==> config.mk <==
export PLATFORM = sky130hd
export DESIGN_NAME = mem_request_mux
export DESIGN_NICKNAME = d
export VERILOG_FILES = /design/src/cpc_glue_pkg.sv /design/src/mem_request_mux.sv
export SDC_FILE = /design/constraint.sdc
export NUM_CORES = 1
export LEC_CHECK = 0
export ABC_AREA = 1
export BUFFER_PORTS_ARGS = -buffer_cell sky130_fd_sc_hd__buf_2
export CAP_MARGIN = 5
export CORE_AREA = 10 10 150 152
export CTS_CLUSTER_SIZE = 30
export DETAILED_ROUTE_END_ITERATION = 6
export DIE_AREA = 0 0 160 162
export PLACE_DENSITY_LB_ADDON = 0.12
export SYNTH_ARGS = -nofsm -noshare
export SYNTH_HDL_FRONTEND = slang
export SYNTH_SLANG_ARGS = --single-unit
==> constraint.sdc <==
create_clock -name clk_sys -period 2.2 [get_ports clk_sys]
set_input_delay 0.11 -clock clk_sys [delete_from_list [all_inputs] [get_ports clk_sys]]
set_output_delay 0.11 -clock clk_sys [all_outputs]
set_load 0.05 [all_outputs]
==> src/cpc_glue_pkg.sv <==
// Shared widths, bus structs and the Multiface mode enum; imported by every glue module
`default_nettype none

package cpc_glue_pkg;

	////////////////////////////////////////////////////////////
	// Widths
	////////////////////////////////////////////////////////////

	typedef logic [7:0]   byte_t;
	typedef logic [15:0]  cpu_addr_t;

	// Bit 22 marks upper-ROM space, bits 21..14 the page
	typedef logic [22:0]  mem_addr_t;

	typedef logic [7:0]   rom_page_t;
	typedef logic [1:0]   bank_t;
	typedef logic [12:0]  mf2_addr_t;

	// One flag per upper-ROM page
	typedef logic [255:0] rom_map_t;

	////////////////////////////////////////////////////////////
	// Buses
	////////////////////////////////////////////////////////////

	// Download stream from the host side
	typedef struct packed {
		logic        download;
		logic        wr;
		logic [24:0] addr;
		byte_t       data;
		logic [7:0]  index;
		logic [15:0] file_ext;
	} dl_bus_t;

	// CPU side, mem_addr already mapped by the motherboard
	typedef struct packed {
		cpu_addr_t cpu_addr;
		mem_addr_t mem_addr;
		byte_t     dout;
		logic      m1;
		logic      mem_rd;
		logic      mem_wr;
		logic      io_wr;
		logic      bank_sel;
	} cpu_bus_t;

	// Request to external memory
	typedef struct packed {
		logic      oe;
		logic      we;
		mem_addr_t addr;
		bank_t     bank;
		byte_t     din;
	} mem_req_t;

	////////////////////////////////////////////////////////////
	// Multiface
	////////////////////////////////////////////////////////////

	typedef enum logic [1:0] {
		MF2_ENABLED,
		MF2_HIDDEN,
		MF2_DISABLED
	} mf2_mode_t;

	// Page holding the Multiface ROM
	localparam logic [8:0] MF2_ROM_PAGE = 9'h1FF;

endpackage

`default_nettype wire
==> src/mem_request_mux.sv <==
// Memory request routing between loader and CPU, with ROM masking, Multiface mapping and read merge
`default_nettype none

module mem_request_mux (
	input  wire                     clk_sys,
	input  wire                     loading,
	input  cpc_glue_pkg::cpu_bus_t  cpu,
	input  wire                     mf2_en,
	input  wire                     ram_window,
	input  cpc_glue_pkg::mf2_mode_t mf2_mode,
	input  wire                     boot_wr,
	input  cpc_glue_pkg::mem_addr_t boot_addr,
	input  cpc_glue_pkg::bank_t     boot_bank,
	input  cpc_glue_pkg::byte_t     boot_data,
	input  cpc_glue_pkg::rom_map_t  rom_map,
	input  cpc_glue_pkg::byte_t     mem_dout,
	input  cpc_glue_pkg::byte_t     mf2_dout,
	output cpc_glue_pkg::mem_req_t  mem_req,
	output cpc_glue_pkg::byte_t     cpu_din
);

	import cpc_glue_pkg::*;

	rom_page_t map_addr;
	logic      rom_mask;
	logic      rom_window;

	// Map lookup one cycle behind the address
	always_ff @(posedge clk_sys) begin
		map_addr <= cpu.mem_addr[21:14];
	end

	assign rom_mask = cpu.mem_addr[22] &
		(~rom_map[map_addr] | (&map_addr & (mf2_mode == MF2_DISABLED)));

	// Multiface ROM sits in the bottom 8 KB while paged in
	assign rom_window = mf2_en && cpu.cpu_addr[15:13] == 3'b000;

	always_comb begin
		if (loading) begin
			mem_req.oe   = 1'b0;
			mem_req.we   = boot_wr;
			mem_req.addr = boot_addr;
			mem_req.bank = boot_bank;
			mem_req.din  = boot_data;
		end else begin
			mem_req.oe   = cpu.mem_rd & ~ram_window & ~rom_mask;
			mem_req.we   = cpu.mem_wr & ~ram_window & ~rom_window;
			mem_req.addr = rom_window ? {MF2_ROM_PAGE, cpu.cpu_addr[13:0]} : cpu.mem_addr;
			mem_req.bank = {1'b0, cpu.bank_sel};
			mem_req.din  = cpu.dout;
		end
	end

	assign cpu_din = mem_dout & mf2_dout;

	a_oe_we: assert property (@(posedge clk_sys) !(mem_req.oe && mem_req.we));

endmodule

`default_nettype wire

After elaboration in Yosys (flattened, before gate mapping). Index checks and enable logic that the tools add are counted.

Output and inout port bits: 43. Memories kept: 0. Latch bits: 0. Memory bits (writable): 0. Logic and storage cells: 22. Register bits: 8. Bits in read-only memories: 0.

Magnitude comparators: 1. $mul: 0. Bitwise logic cells: 12. Div/mod/pow operators: 0. Shifts and indexed selects: 0. Muxes and demuxes: 4. Reduce and logical (&&, ||, !) cells: 3. Eq/ne operators: 1. Add/subtract/negate cells: 0.

Operators with widths (count): 35-bit two-way mux (1); 23-bit two-way mux (1); 8-bit by 9-bit less-than comparator with 1-bit output (second input constant) (1); 8-bit bitwise AND (1); 1-bit binary-select mux with 8-bit select (1); 8-bit AND reduction (1); 1-bit bitwise AND (6); 1-bit NOT (4); 3-bit zero test (1); 2-bit equality test (second input constant) (1); 1-bit logical AND (1); 1-bit two-way mux (1); 1-bit OR (1).

Longest topological paths before layout. Gate-level depths: netlist of the first run.

Depth after elaboration: 8. Mapped depth: 20.

Worst setup path before layout of the first run. Ideal clock, no wire load.

Path type: reg-to-output. Start: register map_addr[0]. End: output port mem_req[34] (netlist bit). Stages on the path, launching flop included: 17. Setup slack: 0.197 ns. Arrival time: 1.893 ns. Cells stage by stage: dfxtp_1 > buf_6 > inv_4 > buf_6 > buf_6 > nand2_1 > nand3_1 > nand2_1 > a21oi_1 > nor2_1 > nand2_1 > nand3_1 > nand3_1 > nand3_1 > nand2_1 > nand2_1 > a21oi_2.

RTL lines: start: declaration (RTL line mem_request_mux.sv:24) `rom_page_t map_addr;`; start signal: assignment (RTL line mem_request_mux.sv:30) `map_addr <= cpu.mem_addr[21:14];`; end: declaration (RTL line mem_request_mux.sv:18) `output cpc_glue_pkg::mem_req_t mem_req,`.

==> metrics.csv, run 1 <==
metric;value;unit
status;complete, but fails checks;
violations;setup timing;
row_count;51;
cts_tree;done;
die_width;160;um
synth.distinct_cells;26;
yosys_warnings;0;
layout_commonest_cell;buf_2;
ys.flop_type;dfxtp_1;
combPwrFrac;74.7;%
leakage;4.08;nW
numCtsBuffers;3;
switching_power;0.888;mW
first_global_vias;6552;
max_stage_delay;0.44;ns
antenna_left;0;
synthesis.nets;1210;
fp.dieH;162;um
p_total;1.89;mW
overflow;0;
synth_cells;846;
required;2.09;ns
top_register;map_addr;
num_io_pins;407;
areaGrowthSynthToFinish;77.4;%
pwr-share-seq;9.0;%
drive_gt1_share;39.1;%
largest_reg_flops;8;
period_minus_slack;2.40;ns
grt.busiest_layer;met2;
grt_max_degree;43;
p_int;1.00;mW
worstHoldPathType;in2reg;
grt_setup_unrepaired;yes;
crit_slowest_cell;dfxtp_4;
drc;0;
critPathCaptureType;output port;
gp_congestion;0.834;
swShare;47.0;%
core;19400;um2
cpMostUsedCell;nand2_1;
synth_edf_count;0;
finalHoldViolations;0;
final_cell_mix;403 x buf_2, 320 x nand2_1, 146 x nor2_1;
grt_pass1_wl;38400;um
setup_viol;1;
post-place-cells;1492;
hpwl;22100;um
top_regs;map_addr x8;
drt_first_pass_iters;5;
grt_use_met2;35.4;%
gr-usage-met3;5.79;%
fin_crit_sh;109;%
track_usage;18.5;%
tightest_slew;0.713;ns
initial_core_util;19.6;%
ys_seq_area_share;4.22;%
drv_cap;0;
clock_sinks;8;
crit_path_max_fanout;8;
async_flop_share;0;%
nNetsFinal;1616;
layout_setup_ws;-0.201;ns
portBuffers;404;
wl_per_cell;17.9;um
critPathKind;reg2out;
final_cells;1518;
vdd_ir_drop_max;0.185;mV
fmax;417;MHz
crit_path_start_kind;register;
met1_usage;20.1;%
h-tree-depth;1;
ys_seq_elements;8;
root_buffer;clkbuf_16;
antenna_found_initial;2;
p_clk_share;16.3;%
dr_total_vias;6665;
vias_per_cell;4.39;
netlist_area;3800;um2
slew_headroom;52.4;%
dieArea;25900;um2
drt_iter0_markers;478;
drt_wl_total;27100;um
worstPathArrival;2.29;ns
finalMaxSlewViolations;0;
cts.path.max_buffers;2;
path_clk_slew;0.04;ns
cp_cell_sequence;buf_6, clkbuf_16, buf_4, o21ai_0, o21ai_1, nand2_1, nand2_1, inv_1, nand2_1, nand2_1, nand3_1, nand3_2, nand2_2, nand2_2, a21oi_2, buf_12;
syn-mean-instance-area;4.49;um2
p_per_area;280;nW/um2
dpl_worst_slack;-0.0241;ns
-- per-layer routing --
metal	up-vias	share of wire, %
met4	0	0.21
met5	-	0
li1	3450	-
met3	9	8.4
met2	290	53
met1	2916	38
-- power by group through the flow --
stage / clock, mW / sequential (mW) / combinational, mW
after floorplan: 0 / 0.160 / 0.750
after global placement: 0 / 0.171 / 1.31
after detailed placement: 0 / 0.171 / 1.32
after CTS: 0.315 / 0.171 / 1.36
after global routing: 0.324 / 0.171 / 1.56
final: 0.308 / 0.169 / 1.41
-- worst max-delay path: cells and delay by family, from the launching register on --
kind | cells | cell delay, ns
AOI/OAI and AO/OA | 3 | 0.46
buffers and inverters | 5 | 0.59
DFF | 1 | 0.44
and+or+nand+nor | 8 | 0.56
-- kinds of logic after synthesis --
group	Yosys count	synth area share (%)
simple gates	579	60.9
buf+inv	149	19.3
compound gates	110	15.5
flops	8	4.22
-- final timing paths --
| path | from | end | slack [ns] | cells past startpoint |
|---|---|---|---|---|
| worst min-delay path | cpu[28] | map_addr[1] | 0.007 | 1 |
| worst max-delay path | map_addr[0] | mem_req[34] | -0.20 | 16 |
-- cells in the mapped netlist (2+ instances only) --
| library cell | instances | share of area [%] |
|---|---|---|
| nand2_1 | 326 | 32 |
| nor2_1 | 147 | 15 |
| nand3_1 | 99 | 13 |
| inv_1 | 88 | 8.7 |
| o21ai_0 | 52 | 6.9 |
| a21oi_1 | 18 | 2.4 |
| o21ai_1 | 18 | 2.4 |
| clkbuf_1 | 16 | 1.6 |
| buf_4 | 14 | 2.8 |
| buf_6 | 14 | 4.2 |
| a31oi_1 | 13 | 2.1 |
| buf_2 | 12 | 1.6 |
| dfxtp_1 | 8 | 4.2 |
| o211ai_1 | 5 | 0.99 |
| buf_1 | 3 | 0.30 |
| o22ai_1 | 2 | 0.33 |
| or2_2 | 2 | 0.33 |
-- layout make-up --
class	instances	area (um2)
tap	265	332
clock buffer	4	78.8
multi-input combinational	689	2970
sequential	8	165
timing repair buffer	460	2840
fill	2345	12700
inverter	90	350
antenna	2	5.00
-- per-stage QoR --
stage | utilization (%) | hold slack [ns] | setup TNS, ns | instance area, um2
final | 34.7 | 0.00696 | -0.201 | 6740
after global routing | 34.7 | 0.00734 | -0.329 | 6740
after CTS | 33.2 | 0.00560 | -0.230 | 6430
after detailed placement | 31.9 | 0.233 | -0.0241 | 6200
after global placement | 31.9 | 0.230 | -0.0234 | 6200
after floorplan | - | 0.138 | 0 | 3800
-- what timing repair did --
action / in CTS / in global routing
hold endpoints to repair: 1 / 0
cloned: 3 / 6
pin swaps: 1 / 10
buffers inserted: 1 / 10
endpoints found under the setup margin: 1 / 1
resized for setup: 13 / 32
hold buffers: 1 / 0
No activity file was read; power rests on OpenSTA's default activity.
==> run 2: changes to the inputs <==
--- a/config.mk
+++ b/config.mk
@@ -8,10 +8,10 @@
 export ABC_AREA = 1
 export BUFFER_PORTS_ARGS = -buffer_cell sky130_fd_sc_hd__buf_2
 export CAP_MARGIN = 5
-export CORE_AREA = 10 10 150 152
+export CORE_AREA = 2 2 159 161
 export CTS_CLUSTER_SIZE = 30
 export DETAILED_ROUTE_END_ITERATION = 6
-export DIE_AREA = 0 0 160 162
+export DIE_AREA = 0 0 161 163
 export PLACE_DENSITY_LB_ADDON = 0.12
 export SYNTH_ARGS = -nofsm -noshare
 export SYNTH_HDL_FRONTEND = slang
==> run 2 against run 1 <==
Against the previous run:
- the run still ends with setup timing left
- design area fell by 1.4%
- count of clock-buffer cells in the layout did not move
- core utilization fell by 7.8 points
- combinational power barely moved
- sequential power fell by 2%
- critical endpoint unchanged
- non-clock buffer count fell by 7
- clock power rose by 1%
- sequential cell count did not move
- critical path type unchanged
- via count fell by 1.7%
- sequential share of layout area rose by 0.072 points
- critical path depth did not move
- first-iteration DRC count fell by 17%
==> metrics.csv, run 2 (synthesized netlist as in run 1, its figures left out) <==
metric;value;unit;change
clock_sinks;8;;unchanged
cp_cell_sequence;buf_12, inv_12, buf_16, nor2_1, o21ai_0, a21oi_1, nand2_1, nand3_1, nand2_1, nand2_1, nand2_1, inv_1, nand2_2, nand2_4, a21oi_4, buf_12;;was buf_6, clkbuf_16, buf_4, o21ai_0, o21ai_1, nand2_1, nand2_1, inv_1, nand2_1, nand2_1, nand3_1, nand3_2, nand2_2, nand2_2, a21oi_2, buf_12
root_buffer;clkbuf_16;;unchanged
top_regs;map_addr x8;;unchanged
path_clk_slew;0.04;ns;about the same
period_minus_slack;2.37;ns;was 2.40 ns
drt_wl_total;24000;um;was 27100 um
row_count;58;;was 51
top_register;map_addr;;unchanged
swShare;47.7;%;was 47.0%
final_cell_mix;402 x buf_2, 323 x nand2_1, 147 x nor2_1;;was 403 x buf_2, 320 x nand2_1, 146 x nor2_1
layout_setup_ws;-0.165;ns;was -0.201 ns
wl_per_cell;15.2;um;was 17.9 um
worst_hold_slack;0.00459;ns;was 0.00696 ns
h-tree-depth;1;;unchanged
num_io_pins;407;;unchanged
drt_first_pass_iters;4;;was 5
antenna_found_initial;2;;unchanged
worstPathArrival;2.26;ns;was 2.29 ns
die_width;161;um;was 160 um
core;24700;um2;was 19400 um2
dr_total_vias;6553;;was 6665
largest_reg_flops;8;;unchanged
min-delay-start;cpu[30];;was cpu[28]
numCtsBuffers;3;;unchanged
drv_cap;0;;unchanged
p_per_area;280;nW/um2;about the same
fp.dieH;163;um;was 162 um
fillers;2974;;was 2345
leakage;4.00;nW;was 4.08 nW
cpMostUsedCell;nand2_1;;unchanged
status;complete, but fails checks;;unchanged
drive_gt1_share;38.0;%;was 39.1%
nNetsFinal;1610;;was 1616
drc;0;;unchanged
track_usage;16.7;%;was 18.5%
critPathCaptureType;output port;;unchanged
hold_depth;1;;unchanged
critPathKind;reg2out;;unchanged
grt_pass1_wl;34400;um;was 38400 um
portBuffers;404;;unchanged
tightest_slew;0.552;ns;was 0.713 ns
areaGrowthSynthToFinish;75.0;%;was 77.4%
hold_end;map_addr[3];;was map_addr[1]
gp_congestion;0.842;;was 0.834
grt_max_degree;42;;was 43
hpwl;19600;um;was 22100 um
pwr-share-seq;8.9;%;was 9.0%
crit_slowest_cell;dfxtp_4;;unchanged
final_cells;1577;;was 1518
cts.path.max_buffers;2;;unchanged
tns;-0.165;ns;was -0.201 ns
post-place-cells;1561;;was 1492
vdd_ir_drop_max;0.150;mV;was 0.185 mV
drt_iter0_markers;397;;was 478
first_global_vias;6343;;was 6552
crit_path_max_fanout;20;;was 8
grt_setup_unrepaired;yes;;unchanged
layout_commonest_cell;buf_2;;unchanged
worstHoldPathType;in2reg;;unchanged
finalMaxSlewViolations;0;;unchanged
p_int;0.972;mW;was 1.00 mW
slew_headroom;62.8;%;was 52.4%
finalHoldViolations;0;;unchanged
max_stage_delay;0.34;ns;was 0.44 ns
fmax;423;MHz;was 417 MHz
required;2.09;ns;about the same
setup_viol;1;;unchanged
dieArea;26200;um2;was 25900 um2
initial_core_util;15.4;%;was 19.6%
vias_per_cell;4.16;;was 4.39
combPwrFrac;74.3;%;was 74.7%
fin_crit_sh;108;%;was 109%
p_clk_share;16.8;%;was 16.3%
violations;setup timing;;unchanged
cts_tree;done;;unchanged
switching_power;0.886;mW;was 0.888 mW
overflow;0;;unchanged
antenna_left;0;;unchanged
crit_path_start_kind;register;;unchanged
-- run 2: cell types whose count changed in the layout (fill, tap and decap cells not counted), sizes merged --
cell and change:
clkinv -1, dlygate4sd3 -1, bufbuf -1, inv +2
clkbuf -2, buf -3
-- run 2: repair_timing --
item	in CTS	in global routing
pin swaps	3	6
hold buffers	0	0
buffers inserted	0	3
cloned	1	6
setup endpoints to repair	1	1
gates resized for setup	9	10
-- run 2: stage by stage --
| step | instance area, um2 | power, mW | setup WS [ns] | util (%) |
|---|---|---|---|---|
| global route | 6640 | 2.03 | -0.357 | 26.9 |
| detailed placement | 6310 | 1.51 | -0.112 | 25.6 |
| global placement | 6310 | 1.51 | -0.122 | 25.6 |
| CTS | 6440 | 1.85 | -0.249 | 26.1 |
| floorplan | 3800 | 0.910 | 0.197 | - |
| finish | 6640 | 1.86 | -0.165 | 26.9 |
-- run 2: final cells by class --
type | instances | area (um2) | share of cell area [%]
repair buffers | 453 | 2680 | 40.4
multi-input cells | 689 | 2940 | 44.2
clock buffers | 4 | 78.8 | 1.19
well taps | 330 | 413 | 6.22
diodes | 2 | 5.00 | 0.0754
inverters | 90 | 350 | 5.28
flip-flops and latches | 8 | 168 | 2.52
repair inverters | 1 | 8.76 | 0.132
-- run 2: power by group through the flow --
stage	clock [mW]	sequential, mW	combinational [mW]
finish	0.312	0.165	1.38
global route	0.328	0.167	1.53
CTS	0.321	0.170	1.36
detailed placement	0	0.173	1.34
global placement	0	0.172	1.34
floorplan	0	0.160	0.750
-- run 2: worst max-delay path by stage --
stage                             end  slack (ns)         from  cells after the start
after floorplan           mem_req[34]        0.20  map_addr[0]                     16
after global placement    mem_req[34]       -0.12  map_addr[1]                     15
after detailed placement  mem_req[34]       -0.11  map_addr[1]                     15
after CTS                 mem_req[34]       -0.25  map_addr[0]                     14
after global routing      mem_req[34]       -0.36  map_addr[0]                     20
final                     mem_req[34]       -0.17  map_addr[0]                     16
-- run 2: per-layer routing --
metal | vias up | share of wire (%) | wire [um] | GRT usage, %
met3 | 9 | 6.5 | 1560 | 2.55
met2 | 256 | 53 | 12800 | 33.0
met5 | - | 0 | 0 | 0
met4 | 0 | 0.65 | 156 | 1.95
met1 | 2859 | 39 | 9440 | 19.3
li1 | 3429 | - | - | -
-- run 2: critical path, delay by kind of cell, from the launching register on --
kind | cells | cell delay (ns)
buffers and inverters | 5 | 0.59
AOI/OAI and AO/OA | 3 | 0.49
DFF | 1 | 0.34
and+or+nand+nor | 8 | 0.57
==> run 3: changes to the inputs <==
--- a/config.mk
+++ b/config.mk
@@ -7,12 +7,13 @@
 export LEC_CHECK = 0
 export ABC_AREA = 1
 export BUFFER_PORTS_ARGS = -buffer_cell sky130_fd_sc_hd__buf_2
-export CAP_MARGIN = 5
+export CAP_MARGIN = 30
 export CORE_AREA = 2 2 159 161
 export CTS_CLUSTER_SIZE = 30
 export DETAILED_ROUTE_END_ITERATION = 6
 export DIE_AREA = 0 0 161 163
 export PLACE_DENSITY_LB_ADDON = 0.12
+export REMOVE_ABC_BUFFERS = 1
 export SYNTH_ARGS = -nofsm -noshare
 export SYNTH_HDL_FRONTEND = slang
 export SYNTH_SLANG_ARGS = --single-unit
==> run 3 against run 2 <==
Against the previous run:
- the flow still finishes with violations (setup timing)
- combinational power is 5% higher
- sequential cell count is the same
- non-clock buffer count up 20
- worst setup slack got worse by 0.045 ns
- design area rose by 5.0%
- first-iteration DRC count shrank 27%
- critical path depth is 1 lower
- hold slack better by 0.0011 ns
==> metrics.csv, run 3 (synthesized netlist as in run 1, its figures left out) <==
metric;value;unit;change
status;complete, but fails checks;;unchanged
violations;setup timing;;unchanged
antenna_left;0;;unchanged
final_cells;1594;;was 1577
hpwl;18900;um;was 19600 um
drt_iter0_markers;289;;was 397
p_per_area;278;nW/um2;was 280 nW/um2
fmax;415;MHz;was 423 MHz
period_minus_slack;2.41;ns;was 2.37 ns
critPathCaptureType;output port;;unchanged
slew_headroom;74.5;%;was 62.8%
vias_per_cell;4.11;;was 4.16
fin_crit_sh;110;%;was 108%
num_io_pins;407;;unchanged
drv_cap;0;;unchanged
drc;0;;unchanged
wl_per_cell;15.8;um;was 15.2 um
post-place-cells;1566;;was 1561
tightest_slew;0.382;ns;was 0.552 ns
core;24700;um2;unchanged
setup_viol;1;;unchanged
grt_pass1_wl;34100;um;was 34400 um
drt_wl_total;25100;um;was 24000 um
leakage;4.17;nW;was 4.00 nW
portBuffers;404;;unchanged
final_cell_mix;403 x buf_2, 315 x nand2_1, 146 x nor2_1;;was 402 x buf_2, 323 x nand2_1, 147 x nor2_1
required;2.09;ns;about the same
areaGrowthSynthToFinish;83.6;%;was 75.0%
row_count;58;;unchanged
cts.path.max_buffers;2;;unchanged
worstHoldPathType;in2reg;;unchanged
drt_first_pass_iters;4;;unchanged
nNetsFinal;1629;;was 1610
grt_setup_unrepaired;yes;;unchanged
largest_reg_flops;8;;unchanged
drive_gt1_share;40.2;%;was 38.0%
finalMaxSlewViolations;0;;unchanged
top_register;map_addr;;unchanged
top_regs;map_addr x8;;unchanged
critPathKind;reg2out;;unchanged
layout_commonest_cell;buf_2;;unchanged
fp.dieH;163;um;unchanged
initial_core_util;15.4;%;unchanged
antenna_found_initial;1;;was 2
first_global_vias;6522;;was 6343
fillers;2989;;was 2974
dieArea;26200;um2;unchanged
finalHoldViolations;0;;unchanged
multiInputGateArea;3020;um2;was 2940 um2
final-seq-area;165;um2;was 168 um2
root_buffer;clkbuf_16;;unchanged
die_width;161;um;unchanged
worstPathArrival;2.30;ns;was 2.26 ns
cts_tree;done;;unchanged
gp_congestion;0.806;;was 0.842
numCtsBuffers;3;;unchanged
crit_path_start_kind;register;;unchanged
crit_path_max_fanout;14;;was 20
vdd_ir_drop_max;0.170;mV;was 0.150 mV
path_clk_slew;0.04;ns;about the same
overflow;0;;unchanged
clock_sinks;8;;unchanged
dpl_worst_slack;-0.0554;ns;was -0.112 ns
track_usage;16.4;%;was 16.7%
h-tree-depth;1;;unchanged
layout_setup_ws;-0.210;ns;was -0.165 ns
antenna_cells;0;;was 2
grt_max_degree;57;;was 42
dr_total_vias;6558;;was 6553
[run 3: cell types whose count changed in the layout (fill, tap and decap cells not counted), moves of 6 or more]
cell,previous run,this run
buf_6,2,8
nand2_1,323,315
nand2_2,2,10
nand3_1,97,85
nand3_2,2,14
[run 3: final timing paths]
path	from	end	cells after the start
worst max-delay path	map_addr[0]	mem_req[34]	15
worst min-delay path	cpu[31]	map_addr[4]	1
[run 3: worst max-delay path: stages, from the launching register on]
cell and delay [ns]:
dfxtp_4 0.45, buf_12 0.15, buf_6 0.19, o21ai_0 0.13, o22ai_2 0.16, nand2_1 0.08
nand2_1 0.07, inv_1 0.04, nand2_1 0.06, nand2_1 0.08, nand3_1 0.11, nand3_1 0.07
nand2_1 0.08, nand2_2 0.08, a21oi_4 0.15, buf_12 0.15
[run 3: power breakdown]
| part | internal [mW] | switching [mW] |
|---|---|---|
| sequential | 0.154 | 0.0155 |
| clock | 0.242 | 0.0746 |
| combinational | 0.622 | 0.831 |
[run 3: stage by stage]
step | area (um2) | TNS (ns) | hold WS (ns) | utilization [%] | power, mW
after detailed placement | 6360 | -0.0554 | 0.232 | 25.8 | 1.52
after floorplan | 3400 | -2.62 | 0.138 | - | 0.853
after global placement | 6360 | -0.0770 | 0.232 | 25.8 | 1.52
after global routing | 6970 | -0.386 | 0.0130 | 28.3 | 2.11
final | 6970 | -0.210 | 0.00570 | 28.3 | 1.94
after CTS | 6570 | -0.275 | 0.00249 | 26.6 | 1.87
[run 3: repair_timing]
action | 4_1_cts | 5_1_grt
setup buffers | 1 | 6
endpoints found under the hold margin | 4 | 0
setup endpoints to repair | 1 | 1
pin swaps | 1 | 25
gates resized for setup | 8 | 31
hold buffers | 4 | 0
gates cloned | 1 | 12
[run 3: area by class of cell]
class                           count  share of cell area [%]
Clock buffer                        4                    1.13
Inverter                           90                    4.95
Multi-Input combinational cell    689                    43.3
Sequential cell                     8                    2.37
Tap cell                          330                    5.92
Timing Repair Buffer              473                    42.3
[run 3: metal layers]
| metal | GRT usage (%) | part of all wire, % |
|---|---|---|
| met1 | 17.8 | 39 |
| met2 | 33.5 | 54 |
| met3 | 2.19 | 6.1 |
| met4 | 3.00 | 1.6 |
| met5 | 0 | 0.040 |
